**src/gpif_reg_params.svh**
```systemverilog
// register map and reset values for the gpif register block
// only the low GPIF_DEC_W address bits are decoded
// offsets are 9 bit literals so they compare directly with the decoded offset
// reset always loads the init values below
`ifndef GPIF_REG_PARAMS_SVH
`define GPIF_REG_PARAMS_SVH

// ------------------------------
// widths
// ------------------------------
`define GPIF_ADDR_W            16
`define GPIF_DEC_W             9
`define GPIF_SHORT_W           16
`define GPIF_REG_W             32
`define GPIF_STATE_W           5

// ------------------------------
// offsets
// ------------------------------
// general control
`define GPIF_OFS_CFG_DONE      9'h020
`define GPIF_OFS_STREAM_EN     9'h030
`define GPIF_OFS_PAYLOAD_H     9'h037
`define GPIF_OFS_PAYLOAD_L     9'h038
`define GPIF_OFS_CHUNK         9'h0a0
// transfer setup, readable
`define GPIF_OFS_XFER_SIZE_H   9'h0b4
`define GPIF_OFS_XFER_SIZE_L   9'h0b5
`define GPIF_OFS_XFER_COUNT_H  9'h0b6
`define GPIF_OFS_XFER_COUNT_L  9'h0b7
`define GPIF_OFS_FINAL1_H      9'h0b8
`define GPIF_OFS_FINAL1_L      9'h0b9
`define GPIF_OFS_FINAL2_H      9'h0ba
`define GPIF_OFS_FINAL2_L      9'h0bb
// latched engine state, read only
`define GPIF_OFS_STATE         9'h0c0

// ------------------------------
// reset values, one per half
// ------------------------------
`define GPIF_INIT_XFER_SIZE_H  16'h0010
`define GPIF_INIT_XFER_SIZE_L  16'h0000
`define GPIF_INIT_XFER_COUNT_H 16'h0000
`define GPIF_INIT_XFER_COUNT_L 16'h0004
`define GPIF_INIT_FINAL1_H     16'h000c
`define GPIF_INIT_FINAL1_L     16'he000
`define GPIF_INIT_FINAL2_H     16'h0000
`define GPIF_INIT_FINAL2_L     16'h0400
`define GPIF_INIT_PAYLOAD_H    16'h004c
`define GPIF_INIT_PAYLOAD_L    16'he300

`endif
```
**src/gpif_reg_pkg.sv**
```systemverilog
// vector types for the gpif register block
// widths come from the params header
`default_nettype none

`include "gpif_reg_params.svh"

package gpif_reg_pkg;

	// ------------------------------
	// host side
	// ------------------------------
	// full host address
	typedef logic [`GPIF_ADDR_W-1:0] addr_t;
	// decoded part of the address
	typedef logic [`GPIF_DEC_W-1:0] reg_ofs_t;

	// ------------------------------
	// register data
	// ------------------------------
	// one 16 bit half as seen by the host
	typedef logic [`GPIF_SHORT_W-1:0] short_reg_t;
	// high and low half joined
	typedef logic [`GPIF_REG_W-1:0] reg_t;

	// engine state as sampled on a read command
	typedef logic [`GPIF_STATE_W-1:0] gpif_state_t;

endpackage

`default_nettype wire

```
**src/gpif_reg_list.sv**
```systemverilog
// top of the gpif register block
// host strobes may be asynchronous to clk_gpif
// the host keeps address and data stable while a strobe is high
`timescale 1ns/1ns
`default_nettype none

module gpif_reg_list (
	input  wire                       clk_gpif,
	input  wire                       i_rst_n,
	input  wire                       i_wr_en,
	input  wire                       i_rd_en,
	input  wire                       i_cmd_is_rd,
	input  gpif_reg_pkg::addr_t       i_addr,
	input  gpif_reg_pkg::short_reg_t  i_wr_data,
	input  gpif_reg_pkg::gpif_state_t i_gpif_state,
	output logic                      o_gpif_sel,
	output gpif_reg_pkg::short_reg_t  o_gpif_rd_data,
	output logic                      o_stream_enable,
	output logic                      o_chunk_mode_active,
	output gpif_reg_pkg::reg_t        o_xfer_size,
	output gpif_reg_pkg::reg_t        o_xfer_count,
	output gpif_reg_pkg::reg_t        o_final1_size,
	output gpif_reg_pkg::reg_t        o_final2_size,
	output gpif_reg_pkg::reg_t        o_payload_size
);

	// ------------------------------
	// internal wires
	// ------------------------------
	logic                     wr_pulse;
	logic                     rd_cmd_pulse;
	logic                     cfg_done;
	// shadow halves
	gpif_reg_pkg::short_reg_t sh_xfer_size_h;
	gpif_reg_pkg::short_reg_t sh_xfer_size_l;
	gpif_reg_pkg::short_reg_t sh_xfer_count_h;
	gpif_reg_pkg::short_reg_t sh_xfer_count_l;
	gpif_reg_pkg::short_reg_t sh_final1_h;
	gpif_reg_pkg::short_reg_t sh_final1_l;
	gpif_reg_pkg::short_reg_t sh_final2_h;
	gpif_reg_pkg::short_reg_t sh_final2_l;
	gpif_reg_pkg::short_reg_t sh_payload_h;
	gpif_reg_pkg::short_reg_t sh_payload_l;

	// strobe edges to pulses
	gpif_strobe_sync strobe_sync_i (
		.clk_gpif       (clk_gpif),
		.i_rst_n        (i_rst_n),
		.i_wr_en        (i_wr_en),
		.i_cmd_is_rd    (i_cmd_is_rd),
		.o_wr_pulse     (wr_pulse),
		.o_rd_cmd_pulse (rd_cmd_pulse)
	);

	// decode into shadows
	gpif_reg_write reg_write_i (
		.clk_gpif            (clk_gpif),
		.i_rst_n             (i_rst_n),
		.i_wr_pulse          (wr_pulse),
		.i_addr              (i_addr),
		.i_wr_data           (i_wr_data),
		.o_cfg_done          (cfg_done),
		.o_stream_enable     (o_stream_enable),
		.o_chunk_mode_active (o_chunk_mode_active),
		.o_xfer_size_h       (sh_xfer_size_h),
		.o_xfer_size_l       (sh_xfer_size_l),
		.o_xfer_count_h      (sh_xfer_count_h),
		.o_xfer_count_l      (sh_xfer_count_l),
		.o_final1_h          (sh_final1_h),
		.o_final1_l          (sh_final1_l),
		.o_final2_h          (sh_final2_h),
		.o_final2_l          (sh_final2_l),
		.o_payload_h         (sh_payload_h),
		.o_payload_l         (sh_payload_l)
	);

	// shadows to active group
	gpif_reg_commit reg_commit_i (
		.clk_gpif       (clk_gpif),
		.i_rst_n        (i_rst_n),
		.i_cfg_done     (cfg_done),
		.i_xfer_size_h  (sh_xfer_size_h),
		.i_xfer_size_l  (sh_xfer_size_l),
		.i_xfer_count_h (sh_xfer_count_h),
		.i_xfer_count_l (sh_xfer_count_l),
		.i_final1_h     (sh_final1_h),
		.i_final1_l     (sh_final1_l),
		.i_final2_h     (sh_final2_h),
		.i_final2_l     (sh_final2_l),
		.i_payload_h    (sh_payload_h),
		.i_payload_l    (sh_payload_l),
		.o_xfer_size    (o_xfer_size),
		.o_xfer_count   (o_xfer_count),
		.o_final1_size  (o_final1_size),
		.o_final2_size  (o_final2_size),
		.o_payload_size (o_payload_size)
	);

	// read back path
	gpif_reg_read reg_read_i (
		.clk_gpif       (clk_gpif),
		.i_rst_n        (i_rst_n),
		.i_rd_en        (i_rd_en),
		.i_rd_cmd_pulse (rd_cmd_pulse),
		.i_addr         (i_addr),
		.i_gpif_state   (i_gpif_state),
		.i_xfer_size_h  (sh_xfer_size_h),
		.i_xfer_size_l  (sh_xfer_size_l),
		.i_xfer_count_h (sh_xfer_count_h),
		.i_xfer_count_l (sh_xfer_count_l),
		.i_final1_h     (sh_final1_h),
		.i_final1_l     (sh_final1_l),
		.i_final2_h     (sh_final2_h),
		.i_final2_l     (sh_final2_l),
		.o_gpif_sel     (o_gpif_sel),
		.o_gpif_rd_data (o_gpif_rd_data)
	);

endmodule

`default_nettype wire

```
**src/gpif_reg_read.sv**
```systemverilog
// combinational read mux and gpif state latch
// select and data follow i_rd_en and i_addr with no latency
// payload, cfg done, stream enable and chunk offsets are write only here
`timescale 1ns/1ns
`default_nettype none

`include "gpif_reg_params.svh"

module gpif_reg_read (
	input  wire                       clk_gpif,
	input  wire                       i_rst_n,
	input  wire                       i_rd_en,
	input  wire                       i_rd_cmd_pulse,
	input  gpif_reg_pkg::addr_t       i_addr,
	input  gpif_reg_pkg::gpif_state_t i_gpif_state,
	input  gpif_reg_pkg::short_reg_t  i_xfer_size_h,
	input  gpif_reg_pkg::short_reg_t  i_xfer_size_l,
	input  gpif_reg_pkg::short_reg_t  i_xfer_count_h,
	input  gpif_reg_pkg::short_reg_t  i_xfer_count_l,
	input  gpif_reg_pkg::short_reg_t  i_final1_h,
	input  gpif_reg_pkg::short_reg_t  i_final1_l,
	input  gpif_reg_pkg::short_reg_t  i_final2_h,
	input  gpif_reg_pkg::short_reg_t  i_final2_l,
	output logic                      o_gpif_sel,
	output gpif_reg_pkg::short_reg_t  o_gpif_rd_data
);

	gpif_reg_pkg::reg_ofs_t    rd_ofs;
	gpif_reg_pkg::gpif_state_t state_latch;

	assign rd_ofs = i_addr[`GPIF_DEC_W-1:0];

	// ------------------------------
	// state latch
	// ------------------------------
	// snapshot taken on each read command edge
	always_ff @(posedge clk_gpif or negedge i_rst_n) begin
		if (!i_rst_n) begin
			state_latch <= '0;
		end else if (i_rd_cmd_pulse) begin
			state_latch <= i_gpif_state;
		end
	end

	// ------------------------------
	// read mux
	// ------------------------------
	always_comb begin
		o_gpif_sel     = 1'b0;
		o_gpif_rd_data = '0;
		if (i_rd_en) begin
			// shadow values, not the active group
			o_gpif_sel = 1'b1;
			case (rd_ofs)
				`GPIF_OFS_XFER_SIZE_H:  o_gpif_rd_data = i_xfer_size_h;
				`GPIF_OFS_XFER_SIZE_L:  o_gpif_rd_data = i_xfer_size_l;
				`GPIF_OFS_XFER_COUNT_H: o_gpif_rd_data = i_xfer_count_h;
				`GPIF_OFS_XFER_COUNT_L: o_gpif_rd_data = i_xfer_count_l;
				`GPIF_OFS_FINAL1_H:     o_gpif_rd_data = i_final1_h;
				`GPIF_OFS_FINAL1_L:     o_gpif_rd_data = i_final1_l;
				`GPIF_OFS_FINAL2_H:     o_gpif_rd_data = i_final2_h;
				`GPIF_OFS_FINAL2_L:     o_gpif_rd_data = i_final2_l;
				// zero extended state
				`GPIF_OFS_STATE: begin
					o_gpif_rd_data = {{(`GPIF_SHORT_W-`GPIF_STATE_W){1'b0}}, state_latch};
				end
				// not ours, leave the bus to others
				default: o_gpif_sel = 1'b0;
			endcase
		end
	end

	// no select without an active read
	a_sel_needs_rd_en: assert property (
		@(posedge clk_gpif) disable iff (!i_rst_n)
		o_gpif_sel |-> i_rd_en
	);

endmodule

`default_nettype wire

```
**src/gpif_reg_commit.sv**
```systemverilog
// active register group
// all ten halves update together on the cfg done pulse
// outputs change 2 cycles after the write pulse that set cfg done
`timescale 1ns/1ns
`default_nettype none

`include "gpif_reg_params.svh"

module gpif_reg_commit (
	input  wire                      clk_gpif,
	input  wire                      i_rst_n,
	input  wire                      i_cfg_done,
	input  gpif_reg_pkg::short_reg_t i_xfer_size_h,
	input  gpif_reg_pkg::short_reg_t i_xfer_size_l,
	input  gpif_reg_pkg::short_reg_t i_xfer_count_h,
	input  gpif_reg_pkg::short_reg_t i_xfer_count_l,
	input  gpif_reg_pkg::short_reg_t i_final1_h,
	input  gpif_reg_pkg::short_reg_t i_final1_l,
	input  gpif_reg_pkg::short_reg_t i_final2_h,
	input  gpif_reg_pkg::short_reg_t i_final2_l,
	input  gpif_reg_pkg::short_reg_t i_payload_h,
	input  gpif_reg_pkg::short_reg_t i_payload_l,
	output gpif_reg_pkg::reg_t       o_xfer_size,
	output gpif_reg_pkg::reg_t       o_xfer_count,
	output gpif_reg_pkg::reg_t       o_final1_size,
	output gpif_reg_pkg::reg_t       o_final2_size,
	output gpif_reg_pkg::reg_t       o_payload_size
);

	// ------------------------------
	// active halves
	// ------------------------------
	gpif_reg_pkg::short_reg_t act_xfer_size_h;
	gpif_reg_pkg::short_reg_t act_xfer_size_l;
	gpif_reg_pkg::short_reg_t act_xfer_count_h;
	gpif_reg_pkg::short_reg_t act_xfer_count_l;
	gpif_reg_pkg::short_reg_t act_final1_h;
	gpif_reg_pkg::short_reg_t act_final1_l;
	gpif_reg_pkg::short_reg_t act_final2_h;
	gpif_reg_pkg::short_reg_t act_final2_l;
	gpif_reg_pkg::short_reg_t act_payload_h;
	gpif_reg_pkg::short_reg_t act_payload_l;

	always_ff @(posedge clk_gpif or negedge i_rst_n) begin
		if (!i_rst_n) begin
			act_xfer_size_h  <= `GPIF_INIT_XFER_SIZE_H;
			act_xfer_size_l  <= `GPIF_INIT_XFER_SIZE_L;
			act_xfer_count_h <= `GPIF_INIT_XFER_COUNT_H;
			act_xfer_count_l <= `GPIF_INIT_XFER_COUNT_L;
			act_final1_h     <= `GPIF_INIT_FINAL1_H;
			act_final1_l     <= `GPIF_INIT_FINAL1_L;
			act_final2_h     <= `GPIF_INIT_FINAL2_H;
			act_final2_l     <= `GPIF_INIT_FINAL2_L;
			act_payload_h    <= `GPIF_INIT_PAYLOAD_H;
			act_payload_l    <= `GPIF_INIT_PAYLOAD_L;
		end else if (i_cfg_done) begin
			// snapshot of every shadow at once
			act_xfer_size_h  <= i_xfer_size_h;
			act_xfer_size_l  <= i_xfer_size_l;
			act_xfer_count_h <= i_xfer_count_h;
			act_xfer_count_l <= i_xfer_count_l;
			act_final1_h     <= i_final1_h;
			act_final1_l     <= i_final1_l;
			act_final2_h     <= i_final2_h;
			act_final2_l     <= i_final2_l;
			act_payload_h    <= i_payload_h;
			act_payload_l    <= i_payload_l;
		end
	end

	// ------------------------------
	// joined outputs
	// ------------------------------
	// high half on top
	assign o_xfer_size    = {act_xfer_size_h, act_xfer_size_l};
	assign o_xfer_count   = {act_xfer_count_h, act_xfer_count_l};
	assign o_final1_size  = {act_final1_h, act_final1_l};
	assign o_final2_size  = {act_final2_h, act_final2_l};
	assign o_payload_size = {act_payload_h, act_payload_l};

	// shadow writes alone never leak into the active group
	a_active_hold: assert property (
		@(posedge clk_gpif) disable iff (!i_rst_n)
		!$past(i_cfg_done) |-> $stable({o_xfer_size, o_xfer_count, o_final1_size,
			o_final2_size, o_payload_size})
	);

endmodule

`default_nettype wire

```
**src/gpif_reg_write.sv**
```systemverilog
// write decoder for the shadow registers
// address and data are assumed stable while the write pulse is high
// unmapped offsets are dropped without any error flag
`timescale 1ns/1ns
`default_nettype none

`include "gpif_reg_params.svh"

module gpif_reg_write (
	input  wire                      clk_gpif,
	input  wire                      i_rst_n,
	input  wire                      i_wr_pulse,
	input  gpif_reg_pkg::addr_t      i_addr,
	input  gpif_reg_pkg::short_reg_t i_wr_data,
	output logic                     o_cfg_done,
	output logic                     o_stream_enable,
	output logic                     o_chunk_mode_active,
	output gpif_reg_pkg::short_reg_t o_xfer_size_h,
	output gpif_reg_pkg::short_reg_t o_xfer_size_l,
	output gpif_reg_pkg::short_reg_t o_xfer_count_h,
	output gpif_reg_pkg::short_reg_t o_xfer_count_l,
	output gpif_reg_pkg::short_reg_t o_final1_h,
	output gpif_reg_pkg::short_reg_t o_final1_l,
	output gpif_reg_pkg::short_reg_t o_final2_h,
	output gpif_reg_pkg::short_reg_t o_final2_l,
	output gpif_reg_pkg::short_reg_t o_payload_h,
	output gpif_reg_pkg::short_reg_t o_payload_l
);

	// upper address bits are not decoded
	gpif_reg_pkg::reg_ofs_t wr_ofs;

	assign wr_ofs = i_addr[`GPIF_DEC_W-1:0];

	// ------------------------------
	// control bits and cfg done
	// ------------------------------
	always_ff @(posedge clk_gpif or negedge i_rst_n) begin
		if (!i_rst_n) begin
			o_cfg_done          <= 1'b0;
			o_stream_enable     <= 1'b0;
			o_chunk_mode_active <= 1'b0;
		end else begin
			// cfg done is a pulse, cleared unless rewritten
			o_cfg_done <= 1'b0;
			if (i_wr_pulse) begin
				case (wr_ofs)
					`GPIF_OFS_CFG_DONE:  o_cfg_done          <= i_wr_data[0];
					// these two act at once, no commit
					`GPIF_OFS_STREAM_EN: o_stream_enable     <= i_wr_data[0];
					`GPIF_OFS_CHUNK:     o_chunk_mode_active <= i_wr_data[0];
					default: ;
				endcase
			end
		end
	end

	// ------------------------------
	// shadow halves
	// ------------------------------
	// only reach the outputs after a commit
	always_ff @(posedge clk_gpif or negedge i_rst_n) begin
		if (!i_rst_n) begin
			o_xfer_size_h  <= `GPIF_INIT_XFER_SIZE_H;
			o_xfer_size_l  <= `GPIF_INIT_XFER_SIZE_L;
			o_xfer_count_h <= `GPIF_INIT_XFER_COUNT_H;
			o_xfer_count_l <= `GPIF_INIT_XFER_COUNT_L;
			o_final1_h     <= `GPIF_INIT_FINAL1_H;
			o_final1_l     <= `GPIF_INIT_FINAL1_L;
			o_final2_h     <= `GPIF_INIT_FINAL2_H;
			o_final2_l     <= `GPIF_INIT_FINAL2_L;
			o_payload_h    <= `GPIF_INIT_PAYLOAD_H;
			o_payload_l    <= `GPIF_INIT_PAYLOAD_L;
		end else if (i_wr_pulse) begin
			case (wr_ofs)
				// transfer setup
				`GPIF_OFS_XFER_SIZE_H:  o_xfer_size_h  <= i_wr_data;
				`GPIF_OFS_XFER_SIZE_L:  o_xfer_size_l  <= i_wr_data;
				`GPIF_OFS_XFER_COUNT_H: o_xfer_count_h <= i_wr_data;
				`GPIF_OFS_XFER_COUNT_L: o_xfer_count_l <= i_wr_data;
				`GPIF_OFS_FINAL1_H:     o_final1_h     <= i_wr_data;
				`GPIF_OFS_FINAL1_L:     o_final1_l     <= i_wr_data;
				`GPIF_OFS_FINAL2_H:     o_final2_h     <= i_wr_data;
				`GPIF_OFS_FINAL2_L:     o_final2_l     <= i_wr_data;
				// payload size, write only
				`GPIF_OFS_PAYLOAD_H:    o_payload_h    <= i_wr_data;
				`GPIF_OFS_PAYLOAD_L:    o_payload_l    <= i_wr_data;
				default: ;
			endcase
		end
	end

	// pulses are 3 cycles apart at least, so cfg done never stretches
	a_cfg_done_single: assert property (
		@(posedge clk_gpif) disable iff (!i_rst_n)
		o_cfg_done |=> !o_cfg_done
	);

endmodule

`default_nettype wire

```
**src/gpif_strobe_sync.sv**
```systemverilog
// turns the asynchronous host strobes into one cycle pulses on clk_gpif
// only rising edges count
// strobe edges closer than 3 cycles merge into one pulse
`timescale 1ns/1ns
`default_nettype none

module gpif_strobe_sync (
	input  wire  clk_gpif,
	input  wire  i_rst_n,
	input  wire  i_wr_en,
	input  wire  i_cmd_is_rd,
	output logic o_wr_pulse,
	output logic o_rd_cmd_pulse
);

	// ------------------------------
	// sampling chains
	// ------------------------------
	// bit 0 is the newest sample
	logic [2:0] wr_en_shift;
	logic [2:0] cmd_rd_shift;

	always_ff @(posedge clk_gpif or negedge i_rst_n) begin
		if (!i_rst_n) begin
			wr_en_shift  <= 3'b000;
			cmd_rd_shift <= 3'b000;
		end else begin
			// first two stages settle the async level
			wr_en_shift  <= {wr_en_shift[1:0], i_wr_en};
			cmd_rd_shift <= {cmd_rd_shift[1:0], i_cmd_is_rd};
		end
	end

	// ------------------------------
	// edge detect
	// ------------------------------
	// two oldest bits going 0 then 1
	assign o_wr_pulse     = (wr_en_shift[2:1] == 2'b01);
	assign o_rd_cmd_pulse = (cmd_rd_shift[2:1] == 2'b01);

	// each strobe edge gives exactly one pulse cycle
	a_wr_pulse_single: assert property (
		@(posedge clk_gpif) disable iff (!i_rst_n)
		o_wr_pulse |=> !o_wr_pulse
	);

	a_rd_cmd_pulse_single: assert property (
		@(posedge clk_gpif) disable iff (!i_rst_n)
		o_rd_cmd_pulse |=> !o_rd_cmd_pulse
	);

endmodule

`default_nettype wire

```
**config.mk**
```make
export PLATFORM = sky130hd
export DESIGN_NAME = gpif_reg_list
export DESIGN_NICKNAME = d
export VERILOG_FILES = /design/src/gpif_reg_pkg.sv /design/src/gpif_reg_list.sv /design/src/gpif_reg_read.sv /design/src/gpif_reg_commit.sv /design/src/gpif_reg_write.sv /design/src/gpif_strobe_sync.sv
export VERILOG_INCLUDE_DIRS = /design/src
export SDC_FILE = /design/constraint.sdc
export NUM_CORES = 1
export LEC_CHECK = 0
export CORE_ASPECT_RATIO = 0.5
export CORE_MARGIN = 4
export CORE_UTILIZATION = 38
export DETAILED_ROUTE_END_ITERATION = 8
export DONT_BUFFER_PORTS = 1
export PLACE_DENSITY = 0.63
export SETUP_SLACK_MARGIN = 0.2
export SLEW_MARGIN = 5
export SYNTH_ARGS = -nofsm -noshare
export SYNTH_HDL_FRONTEND = slang
export SYNTH_SLANG_ARGS = --single-unit
```
**constraint.sdc**
```tcl
create_clock -name clk_gpif -period 2.3 [get_ports clk_gpif]
set_input_delay 0 -clock clk_gpif [delete_from_list [all_inputs] [get_ports clk_gpif]]
set_output_delay 0 -clock clk_gpif [all_outputs]
set_load 0.03 [all_outputs]
```
==> impl_metrics.toml <==
[global_routing]
grt_pass1_vias = 8381
grt_pass1_wl_um = 54400
grt_use_total_pct = 17.8
antenna_found_initial = 1
grt_max_degree = 335
overflow = 0

[timing]
rsz0062_at_grt = "true"
skew_ns = 0.0174
timing.fmax_mhz = 489
finalHoldViolCount = 334
relSlewSlack_pct = 27.2
final-max-slew-violation-count = 0
finalCriticalPeriod_ns = 2.05
max_slew.worst_pin.slew_ns = 1.09
holdWs_ns = -0.864
period_share_pct = 89.0
finalSetupTns_ns = 0
setup_viol_count_final = 0

[cells_and_area]
stdcell_count = 1463
syn2layout_area_growth_pct = 14.6
drive_gt1_share_pct = 49.5
nNetsFinal = 996

[worst_setup_path]
cp.required_ns = 2.30
path_class = "reg2out"
cp_slowest_cell = "mux4_2"
critPathMaxStageDelay_ns = 0.49
critPathArrivalTime_ns = 2.05
cp-end-kind = "output pin"
path_buf_inv = 1
path_cells = "mux4_2 > a22oi_2 > nor4_2 > buf_4"
startpoint_type = "flop"
cp_max_fo = 3
cp_top_family = "multiplexers"

[clocking]
cts_root_buf = "clkbuf_16"
cts_hold_buf = 34
cts.htree.levels = 1
clock_sinks = 334
cts_tree = "built"
cts_buffers = 31
clk-insertion-delay-late_ns = 0.59
clockBufferDepth = 3
clk_pin_slew_ns = 0.07

[die]
fp.dieH_um = 143
die-area_um2 = 39900
ios = 221
fp-row-count = 49
start_util_pct = 38.6
fp.dieW_um = 278
core_um2 = 36000

[yosys]
yosysSeqAreaShare_pct = 60.5
ys_warn_count = 0
synth-main-ff-cell = "dfrtp_1"
synthCells = 915
synthTopCellsByArea = "dfrtp_1, mux2_2, dfstp_2, mux4_2, mux2i_1"
async_flop_share_pct = 100
ys_types = 52
synth_edf_count = 0
synth_top_area_share_pct = 54.4
synth_nets = 957
syn_area_um2 = 13900
synth-seq-cells = 334
yosys.area.top_type = "dfrtp_1"
avgSynthCellArea_um2 = 15.2

[placed_design]
io_buffer_count = 0
dp_cells = 1370
gp_congestion = 0.786
hpwl_um = 23800

[power]
power.density_nw_per_um2 = 722
leakagePower_uw = 0.00760
p_sw_uw = 2430
seqPwrFrac_pct = 52.1
power_uw = 11500
ir_drop_v = 0.000592
clockPowerShare_pct = 45.6
intPower_uw = 9070
p_sw_share_pct = 21.1
pwr-share-comb_pct = 2.4

[flow_run]
maxCapViolations = 0

[routing]
wl_per_cell_um = 24.9
ant_nets = 0
drc = 0
vias = 7919
drt-total-wl_um = 36400
drtIter0Drc = 547
via_per_inst = 5.41
drtPass1Iterations = 5

[hold_path]
hp-class = "in2async"

[status]
outcome = "complete, but fails checks"
violations = "hold timing"
-- cells in the final DEF (no fill, tap or decap), types with 5 or more instances in the layout --
cell,n
clkinv_2,6
mux2_2,316
clkbuf_8,5
a22o_1,6
nor2_1,9
dfrtp_1,301
a22oi_1,11
mux2i_1,16
dfstp_2,32
nand2_1,12
dlygate4sd3_1,34
nand3_1,11
buf_4,36
and3_1,7
mux2_4,10
nor3_1,10
mux4_2,9
a31oi_1,7
clkbuf_16,31
a21oi_1,7
nor2b_1,5
o21ai_0,16
clkbuf_1,9
-- synth_stat cells (all sizes together), types with 2 or more instances --
cell	instances
nor3	12
a2bb2oi	2
mux4	9
and3	7
dfstp	32
a22oi	14
clkbuf	31
a22o	6
a221oi	4
nand4	2
or3b	2
a211oi	3
inv	2
mux2i	16
nand2b	4
o21ai	17
nor2b	6
nand3	15
nand2	15
nand3b	3
dfrtp	302
a21oi	9
nor2	12
nor4	4
a31oi	7
mux2	329
buf	35
a211o	4
-- worst register-to-register path, stage by stage (launching register included) --
cell           delay, ns
dfrtp_1             0.37
nand2b_1            0.20
nor2_2              0.22
nand4_1             0.15
dlygate4sd3_1       0.61
mux2_2              0.28
-- final timing paths --
kind                                          startpoint                               end  slack [ns]  depth (start not counted)
max                        reg_write_i.o_xfer_count_l[6]                 o_gpif_rd_data[6]        0.25                          4
min                                              i_rst_n  reg_commit_i.act_xfer_count_l[0]       -0.86                          0
max reg2reg                 strobe_sync_i.wr_en_shift[2]   reg_write_i.o_chunk_mode_active        0.35                          5
min reg2reg                 strobe_sync_i.wr_en_shift[0]      strobe_sync_i.wr_en_shift[1]        0.35                          0
max in group asynchronous                        i_rst_n        reg_write_i.o_final2_h[12]        2.29                          0
min in group clk_gpif                          i_addr[7]       reg_write_i.o_payload_h[14]        0.03                          2
-- area by class of cell --
cell class | instances | area [um^2]
fillers | 3161 | 20100
flip-flops and latches | 334 | 8400
multi-input cells | 513 | 5220
clock buffers | 45 | 878
repair buffers | 72 | 651
well taps | 484 | 606
clock inverters | 12 | 155
inverters | 2 | 7.51
diodes | 1 | 2.50
-- kinds of logic after synthesis --
family | Yosys count | synth area share (%)
multiplexers | 354 | 29.6
AND/OR/NAND/NOR | 91 | 4.40
buffers and inverters | 68 | 2.24
flip-flops | 334 | 60.5
AO/OA/AOI/OAI | 68 | 3.33
-- per-layer routing --
metal  wire [um]  global-route usage [%]  up-vias
li1            -                       -     3411
met1       14600                    21.5     4297
met2       19100                    32.5      155
met3        1780                    4.13       56
met4         867                    4.45        0
met5           0                       0        -
-- timing repair --
| item | 4_1_cts | 5_1_grt |
|---|---|---|
| setup endpoints to repair | 2 | 4 |
| hold endpoints to repair | 504 | 334 |
| gates resized for setup | 3 | 3 |
| setup buffers | 0 | 1 |
| pin swaps | 0 | 1 |
-- power groups by stage --
stage	combinational, uW	sequential [uW]	clock (uW)
3_3_place_gp	163	6090	0
4_1_cts	272	5980	5340
2_1_floorplan	187	6080	0
3_5_place_dp	169	6090	0
5_1_grt	288	5990	5580
6_report	272	5990	5240
-- per-stage QoR --
stage / util, % / area, um^2 / worst slack (ns)
final: 44.2 / 15900 / 0.253
after global routing: 44.2 / 15900 / 0.190
after CTS: 44.2 / 15900 / 0.205
after detailed placement: 40.3 / 14500 / 0.432
after global placement: 40.3 / 14500 / 0.480
after floorplan: - / 13900 / 0.367
No activity file was read; power rests on OpenSTA's default activity.
